File: src/design/tiny_core_pkg.sv
// opcodes, function codes, instruction formats, decoded op and commit trace types
package tiny_core_pkg;

  // ----------------------------------------
  // encodings
  // ----------------------------------------

  // primary opcode, top six bits of every word
  typedef enum logic [5:0] {
    op_rtype = 6'h00,
    op_bne   = 6'h05,
    op_addi  = 6'h08,
    op_halt  = 6'h3f
  } opcode_e;

  // r-type function select, low six bits
  typedef enum logic [5:0] {
    f_add = 6'h20,
    f_sub = 6'h22,
    f_and = 6'h24,
    f_or  = 6'h25
  } funct_e;

  // internal alu operation
  typedef enum logic [1:0] {
    alu_add = 2'd0,
    alu_sub = 2'd1,
    alu_and = 2'd2,
    alu_or  = 2'd3
  } alu_op_e;

  // ----------------------------------------
  // instruction word views
  // ----------------------------------------

  // register format
  typedef struct packed {
    opcode_e    opcode;
    logic [4:0] rd;
    logic [4:0] rs1;
    logic [4:0] rs2;
    logic [4:0] unused;
    funct_e     funct;
  } r_fmt_t;

  // immediate format
  // for bne the rd slot holds the second compared register
  typedef struct packed {
    opcode_e            opcode;
    logic        [4:0]  rd;
    logic        [4:0]  rs1;
    logic signed [15:0] imm;
  } i_fmt_t;

  // one word, two decodes
  typedef union packed {
    r_fmt_t r;
    i_fmt_t i;
  } inst_u;

  // ----------------------------------------
  // pipeline and trace records
  // ----------------------------------------

  // decode to execute, registered once per cycle
  typedef struct packed {
    logic [31:0] pc;
    alu_op_e     alu_op;
    logic [4:0]  rd;
    logic [4:0]  rs1;
    logic [4:0]  rs2;
    logic [31:0] imm;
    logic        use_imm;
    logic        is_branch;
    logic        is_halt;
    logic        wen;
    logic        valid;
  } dec_op_t;

  // one commit per val strobe
  typedef struct packed {
    logic [31:0] pc;
    logic [4:0]  waddr;
    logic [31:0] wdata;
    logic        wen;
    logic        val;
  } trace_t;

endpackage

File: src/design/inst_mem.sv
// instruction memory with external load port and combinational fetch read
module inst_mem import tiny_core_pkg::*; #(
  parameter int addr_bits  = 32,
  parameter int imem_depth = 64
) (
  input  logic                 clk,
  input  logic                 rst_n,
  input  logic                 load,
  input  logic [addr_bits-1:0] load_addr,
  input  inst_u                load_data,
  input  logic [addr_bits-1:0] rd_addr,
  output inst_u                rd_data
);

  localparam int idx_bits = (imem_depth > 1) ? $clog2(imem_depth) : 1;

  // program storage
  inst_u mem [imem_depth];

  // fill word for reads past the end
  inst_u halt_word;

  always_comb begin
    halt_word = '0;
    halt_word.i.opcode = op_halt;
  end

  // ----------------------------------------
  // load port
  // ----------------------------------------

  always_ff @(posedge clk) begin
    if (load && (load_addr < imem_depth)) begin
      mem[load_addr[idx_bits-1:0]] <= load_data;
    end
  end

  // fetch read, runs off the end into halt
  assign rd_data = (rd_addr < imem_depth) ? mem[rd_addr[idx_bits-1:0]] : halt_word;

  // loader must stay inside the array
  load_in_range: assert property (
    @(posedge clk) disable iff (!rst_n)
    load |-> (load_addr < imem_depth)
  );

endmodule

File: src/design/reg_file.sv
// 32-entry register file, two async reads, one write, r0 reads zero
module reg_file (
  input  logic        clk,
  input  logic        rst_n,
  input  logic [4:0]  rs1,
  input  logic [4:0]  rs2,
  output logic [31:0] rs1_data,
  output logic [31:0] rs2_data,
  input  logic        we,
  input  logic [4:0]  wa,
  input  logic [31:0] wd
);

  // r1..r31 only, r0 has no storage
  logic [31:1][31:0] regs;

  // ----------------------------------------
  // write port
  // ----------------------------------------

  always_ff @(posedge clk or negedge rst_n) begin
    if (!rst_n) begin
      regs <= '0;
    end else if (we && (wa != 5'd0)) begin
      regs[wa] <= wd;
    end
  end

  // ----------------------------------------
  // read ports
  // ----------------------------------------

  // reads see the state left by the last commit edge
  // the writer in this cycle is the reader itself
  assign rs1_data = (rs1 == 5'd0) ? 32'd0 : regs[rs1];
  assign rs2_data = (rs2 == 5'd0) ? 32'd0 : regs[rs2];

  // a write aimed at r0 leaves the whole file untouched
  r0_write_dropped: assert property (
    @(posedge clk) disable iff (!rst_n)
    (we && (wa == 5'd0)) |=> $stable(regs)
  );

endmodule

File: src/design/decode_unit.sv
// pc sequencing, run control, instruction decode and the fetch pipeline register
module decode_unit import tiny_core_pkg::*; #(
  parameter int addr_bits = 32
) (
  input  logic                 clk,
  input  logic                 rst_n,
  input  logic                 start,
  input  inst_u                inst,
  output logic [addr_bits-1:0] pc,
  input  logic                 redirect,
  input  logic [addr_bits-1:0] redirect_pc,
  input  logic                 halt,
  output logic                 running,
  output dec_op_t              op
);

  dec_op_t op_d;

  // ----------------------------------------
  // pc and run state
  // ----------------------------------------

  // start wins over anything in flight
  always_ff @(posedge clk or negedge rst_n) begin
    if (!rst_n) begin
      pc      <= '0;
      running <= 1'b0;
    end else if (start) begin
      pc      <= '0;
      running <= 1'b1;
    end else if (running) begin
      if (halt) begin
        running <= 1'b0;
      end else if (redirect) begin
        pc <= redirect_pc;
      end else begin
        pc <= pc + 1'b1;
      end
    end
  end

  // ----------------------------------------
  // decode
  // ----------------------------------------

  always_comb begin
    op_d         = '0;
    op_d.pc      = 32'(pc);
    op_d.rs1     = inst.i.rs1;
    op_d.imm     = {{16{inst.i.imm[15]}}, inst.i.imm};
    // shadow slot of a redirect or halt is dropped
    op_d.valid   = running && !redirect && !halt;
    case (inst.r.opcode)
      op_rtype: begin
        op_d.rd  = inst.r.rd;
        op_d.rs2 = inst.r.rs2;
        op_d.wen = 1'b1;
        case (inst.r.funct)
          f_sub:   op_d.alu_op = alu_sub;
          f_and:   op_d.alu_op = alu_and;
          f_or:    op_d.alu_op = alu_or;
          default: op_d.alu_op = alu_add;
        endcase
      end
      op_addi: begin
        op_d.rd      = inst.i.rd;
        op_d.alu_op  = alu_add;
        op_d.use_imm = 1'b1;
        op_d.wen     = 1'b1;
      end
      op_bne: begin
        // second compare operand sits in rd
        op_d.rs2       = inst.i.rd;
        op_d.alu_op    = alu_sub;
        op_d.is_branch = 1'b1;
      end
      // halt and any unknown opcode stop the core
      default: op_d.is_halt = 1'b1;
    endcase
  end

  always_ff @(posedge clk or negedge rst_n) begin
    if (!rst_n) begin
      op <= '0;
    end else begin
      op <= op_d;
    end
  end

  // idle core hands nothing to execute
  // running drops on the same edge that squashes the halt shadow
  no_op_when_idle: assert property (
    @(posedge clk) disable iff (!rst_n)
    !running |-> !op.valid
  );

endmodule

File: src/design/exec_unit.sv
// alu, bne resolution, register write-back and commit trace
module exec_unit import tiny_core_pkg::*; #(
  parameter int addr_bits = 32
) (
  input  logic                 clk,
  input  logic                 rst_n,
  input  dec_op_t              op,
  input  logic [31:0]          rs1_data,
  input  logic [31:0]          rs2_data,
  output logic                 we,
  output logic [4:0]           wa,
  output logic [31:0]          wd,
  output logic                 redirect,
  output logic [addr_bits-1:0] redirect_pc,
  output logic                 halt,
  output trace_t               trace
);

  logic [31:0] opnd_b;
  logic [31:0] result;

  // ----------------------------------------
  // alu
  // ----------------------------------------

  // immediate replaces rs2 for addi
  assign opnd_b = op.use_imm ? op.imm : rs2_data;

  always_comb begin
    case (op.alu_op)
      alu_sub: result = rs1_data - opnd_b;
      alu_and: result = rs1_data & opnd_b;
      alu_or:  result = rs1_data | opnd_b;
      default: result = rs1_data + opnd_b;
    endcase
  end

  // ----------------------------------------
  // control flow
  // ----------------------------------------

  // bne taken when the two registers differ
  assign redirect = op.valid && op.is_branch && (rs1_data != rs2_data);

  // offset counts words from the next pc
  assign redirect_pc = op.pc[addr_bits-1:0] + 1'b1 + op.imm[addr_bits-1:0];

  assign halt = op.valid && op.is_halt;

  // ----------------------------------------
  // write-back and trace
  // ----------------------------------------

  assign we = op.valid && op.wen;
  // address and data zeroed on non-writing commits
  assign wa = we ? op.rd : 5'd0;
  assign wd = we ? result : 32'd0;

  always_comb begin
    trace.pc    = op.pc;
    trace.waddr = wa;
    trace.wdata = wd;
    trace.wen   = we;
    trace.val   = op.valid;
  end

  // branch and halt are distinct opcodes, never together
  redirect_halt_excl: assert property (
    @(posedge clk) disable iff (!rst_n)
    !(redirect && halt)
  );

  // nothing commits in the slot after a halt
  quiet_after_halt: assert property (
    @(posedge clk) disable iff (!rst_n)
    halt |=> !op.valid
  );

endmodule

File: src/design/tiny_core_top.sv
// core top level tying instruction memory, decode, register file and execute together
module tiny_core_top import tiny_core_pkg::*; #(
  parameter int addr_bits  = 32,
  parameter int imem_depth = 64
) (
  input  logic                 clk,
  input  logic                 rst_n,
  input  logic                 load,
  input  logic [addr_bits-1:0] load_addr,
  input  inst_u                load_data,
  input  logic                 start,
  output logic                 running,
  output trace_t               trace
);

  // ----------------------------------------
  // internal wires
  // ----------------------------------------

  // fetch side
  logic [addr_bits-1:0] pc;
  inst_u                inst;
  dec_op_t              op;

  // register file ports
  logic [31:0]          rs1_data;
  logic [31:0]          rs2_data;
  logic                 we;
  logic [4:0]           wa;
  logic [31:0]          wd;

  // execute back to fetch
  logic                 redirect;
  logic [addr_bits-1:0] redirect_pc;
  logic                 halt;

  inst_mem #(
    .addr_bits  (addr_bits),
    .imem_depth (imem_depth)
  ) i_inst_mem (
    .clk       (clk),
    .rst_n     (rst_n),
    .load      (load),
    .load_addr (load_addr),
    .load_data (load_data),
    .rd_addr   (pc),
    .rd_data   (inst)
  );

  decode_unit #(
    .addr_bits (addr_bits)
  ) i_decode_unit (
    .clk         (clk),
    .rst_n       (rst_n),
    .start       (start),
    .inst        (inst),
    .pc          (pc),
    .redirect    (redirect),
    .redirect_pc (redirect_pc),
    .halt        (halt),
    .running     (running),
    .op          (op)
  );

  // sources indexed straight from the registered op
  reg_file i_reg_file (
    .clk      (clk),
    .rst_n    (rst_n),
    .rs1      (op.rs1),
    .rs2      (op.rs2),
    .rs1_data (rs1_data),
    .rs2_data (rs2_data),
    .we       (we),
    .wa       (wa),
    .wd       (wd)
  );

  exec_unit #(
    .addr_bits (addr_bits)
  ) i_exec_unit (
    .clk         (clk),
    .rst_n       (rst_n),
    .op          (op),
    .rs1_data    (rs1_data),
    .rs2_data    (rs2_data),
    .we          (we),
    .wa          (wa),
    .wd          (wd),
    .redirect    (redirect),
    .redirect_pc (redirect_pc),
    .halt        (halt),
    .trace       (trace)
  );

endmodule

File: config.mk
export PLATFORM = sky130hd
export DESIGN_NAME = tiny_core_top
export DESIGN_NICKNAME = d
export VERILOG_FILES = /design/src/design/tiny_core_pkg.sv /design/src/design/inst_mem.sv /design/src/design/reg_file.sv /design/src/design/decode_unit.sv /design/src/design/exec_unit.sv /design/src/design/tiny_core_top.sv
export SDC_FILE = /design/constraint.sdc
export NUM_CORES = 2
export LEC_CHECK = 0
export ABC_CLOCK_PERIOD_IN_PS = 12300
export BUFFER_PORTS_ARGS = -buffer_cell sky130_fd_sc_hd__buf_2
export CORE_UTILIZATION = 63
export CTS_CLUSTER_DIAMETER = 150
export DETAILED_ROUTE_END_ITERATION = 6
export PLACE_DENSITY = 0.79
export SETUP_SLACK_MARGIN = 0.15
export SYNTH_ARGS = -nofsm -noshare
export SYNTH_HDL_FRONTEND = slang
export SYNTH_HIERARCHICAL = 1
export SYNTH_SLANG_ARGS = --single-unit
File: constraint.sdc
create_clock -name clk -period 12.3 [get_ports clk]
set_input_delay 0.615 -clock clk [delete_from_list [all_inputs] [get_ports clk]]
set_output_delay 0.615 -clock clk [all_outputs]
set_load 0.1 [all_outputs]
==> impl_results.md <==
* Status: finished with violations
* Violated checks: DRC
* Post-synthesis async set-or-reset flop share at approximately a third
* Area Growth Syn to Fin at 9.68%
* Worst Path Arrival at slightly below 10 ns
* Drt first pass iters at 7
* Post-synth top area cell: edfxtp_1
* Cts repair resizes at 0
* Post-Syn Instances at about 8400
* Final HPWL DP at approximately 230000 um
* Drt wl/cell at about 36 um
* Max VDD drop at around 0.00021 V
* Sequential element share of the synthesized area at 62.3%
* RSZ-0062 raised after global routing: no
* Synth area leaders: edfxtp_1 43%, dfrtp_1 19%, mux4_2 13%, mux2_2 8.4%, mux2i_1 4.0%
* Top cells by count, synth: 2048 x edfxtp_1, 1095 x dfrtp_1, 1066 x mux2_2, 836 x mux4_2, 567 x mux2i_1
* LEAKAGE at approximately 58 nW
* Largest family of logic cells by synthesized area: multiplexers
* PD cells at between 200 and 250 mW/mm^2
* PortBufs at 139
* First-pass GRT wire length at 607000 um
* Top-count cell post-synth: edfxtp_1
* Mux cell area share after synthesis at 25.7%
* Slew @ Worst Pin at approximately 1.4 ns
* Min Tclk post-route at between 10 and 15 ns
* Post-Synth Simple-Gate Area at a little over 3%
* Clk sinks at ~3100
* Synth cell types at 99
* Critical Path End Type: output port
* Clock buffer depth at 4
* GP Congestion at between 0.9 and 1
* CTS root buffer: clkbuf_16
* Hold_sp: start
* Worst-path maximum fanout at between 100 and 150
* I/O Pins at 140
* Starting Density at 63.4%
* Number of synthesized register bits at between 3000 and 4000
* Die height at ~480 um
* Synthesis Warnings at 6
* Synth Area in XOR/XNOR at less than 1%
* Max Cap Violations at 0
* Synth Flop Type: edfxtp_1
* CTS tree: yes
* Share of layout cells above drive strength 1 at ~34%
* Setup tns final at 0 ns
* GRT Overall Usage at between 30% and 40%
* Hold crit path type: input port to flop
* Reg clk slew, reported paths at 0.06 ns
* Remaining antenna violation count at 0
* Placed Cells at 11000
* DIE AREA at approximately 0.23 mm^2
* Fill count at 13600
* Post-Synth Adder-Cell Area at 0.719%
* Synth top area share at around 43%
* TritonCTS Buffers at 330
* Layout Cells excl Fill at between 10000 and 15000
* Fmax achieved at just under 0.1 GHz
* Htree depth at 5
* Vias in the first global route at about 87000
* Setup crit start: i_decode_unit/op[38]
* Number of synthesized flops with an enable pin at 2048
* Clock Skews at 0.0872 ns
* Vias/cell at 7.30
* Global route total overflow at 0
* Vias at roughly 84000
* Largest net degree at the start of global routing at approximately 170
* Synth Area in Compound Gates at under 10%
* Number of endpoints failing setup at the final stage at 0
* Fin. Hold Viols at 0
* Synthesized area at approximately 0.14 mm^2
* Core ar. at ~0.22 mm^2
* Mapped Nets at around 8500
* CP Class: flop to output port
* Initial antenna violation count at 20
* CP startpoint kind: flop
* CP Data Required Time at approximately 12 ns
* Clock latency on the worst-skew pair at 1.00 ns
* Layout Nets at approximately 8500
* Syn_area_per_cell at between 15 and 20 um^2
* Remaining DRCs at 2
* Max_slew headroom at 3.50%
* Die W at around 480 um
* Fin crit share at 83.9%
* Drt total wl at 422000 um
* Initial drt markers at about 11000
* Reg2reg start: i_decode_unit/op[38]
* Row Count at 174
* Fin. max-slew vios at 0
-- power breakdown --
group | switching [W] | total [W] | internal, W
combinational | 0.00651 | 0.0104 | 0.00389
clock | 0.00407 | 0.00976 | 0.00569
sequential | 0.000283 | 0.0116 | 0.0113
total | 0.0109 | 0.0318 | 0.0209
-- placed cells by master, fill, tap and decap left out, types with 38 or more instances in the layout --
cell type  instances
a21oi_1          127
a221o_1           41
a221oi_1          99
a22oi_1          145
and3_1            60
buf_2            138
buf_4            220
clkbuf_1          90
clkbuf_16        338
clkinv_1          46
clkinv_2          38
dfrtp_1         1077
edfxtp_1        2048
ha_1              66
inv_1             46
mux2_2          1066
mux2i_1          567
mux4_2           836
nand2_1          139
nand2b_1          59
nand3_1           73
nand4_1           42
nor2_1           114
nor2_4            78
nor2b_1           51
nor3_1            91
o21ai_0          103
xnor2_1           80
xor2_1            40
-- per-layer routing --
| layer | part of all wire [%] | vias to the layer above | GRT usage [%] |
|---|---|---|---|
| li1 | - | 33200 | - |
| met1 | 35 | 43800 | 47.6 |
| met2 | 48 | 5847 | 58.7 |
| met3 | 10 | 1522 | 7.70 |
| met4 | 7.1 | 12 | 22.3 |
| met5 | 0.021 | - | 0 |
-- sequential cells by signal (all words and copies together) (netlist names) --
signal,count
i_reg_file/regs,992
i_decode_unit/running,1
i_decode_unit/op,70
i_inst_mem/mem,2048
i_decode_unit/pc,32
-- kinds of logic after synthesis --
kind of cell	count (synthesis)
AO/OA/AOI/OAI	890
AND/OR/NAND/NOR	842
flip-flops	3143
XOR/XNOR	120
multiplexers	2478
buffers and inverters	800
adder cells (fa/ha/maj)	84
-- through the flow --
| stage | area (um^2) | worst slack (ns) | util, % | hold slack [ns] | total power, W |
|---|---|---|---|---|---|
| after global placement | 146000 | 3.22 | 64.9 | 0.428 | 0.0220 |
| after detailed placement | 146000 | 3.18 | 64.9 | 0.437 | 0.0220 |
| after CTS | 156000 | 2.16 | 69.6 | 0.233 | 0.0317 |
| after floorplan | 143000 | 3.56 | - | 0.319 | 0.0189 |
| final | 156000 | 1.98 | 69.6 | 0.280 | 0.0318 |
| after global routing | 156000 | 1.65 | 69.6 | 0.298 | 0.0329 |
-- worst paths after layout --
kind / to / slack, ns / cells after the start
max: trace[26] / 1.98 / 23
min: i_decode_unit/pc[1] / 0.28 / 5
min reg2reg: i_decode_unit/op[68] / 0.45 / 0
max in group asynchronous: i_decode_unit/pc[3] / 8.79 / 5
max reg2reg: i_reg_file/regs[760] / 3.76 / 23
min in group asynchronous: i_reg_file/regs[579] / 0.37 / 2
-- timing repair --
item                      in CTS  in global routing
hold buffers                   1                  0
setup buffers                  0                  0
hold endpoints to repair     107                  0
-- cell type report --
class | count | area [um^2] | share of cell area (%)
diodes | 10 | 25.0 | 0.0160
clock buffers | 447 | 9060 | 5.79
clock inverters | 127 | 1360 | 0.870
inverters | 51 | 199 | 0.127
multi-input cells | 4414 | 50500 | 32.3
flip-flops and latches | 3143 | 89000 | 56.8
well taps | 2992 | 3740 | 2.39
repair buffers | 374 | 2650 | 1.69
-- critical path, stage by stage (launching register included) --
cell and delay, ns:
dfrtp_4 0.75, buf_12 0.44, and2_2 0.64, buf_4 0.39
a22oi_1 0.14, and3_1 0.19, o31a_1 0.37, nor4_1 0.42
a22oi_1 0.26, or2_2 0.40, nor2_1 0.16, nor2_1 0.07
xor2_1 0.15, ha_1 0.42, nand2_1 0.07, o21ai_0 0.27
a311o_1 0.16, a31oi_1 0.08, o31ai_1 0.75, a31o_2 0.29
a31oi_1 0.14, xnor2_1 0.20, a22o_1 0.97, buf_2 0.64
No activity file was read; power rests on OpenSTA's default activity.
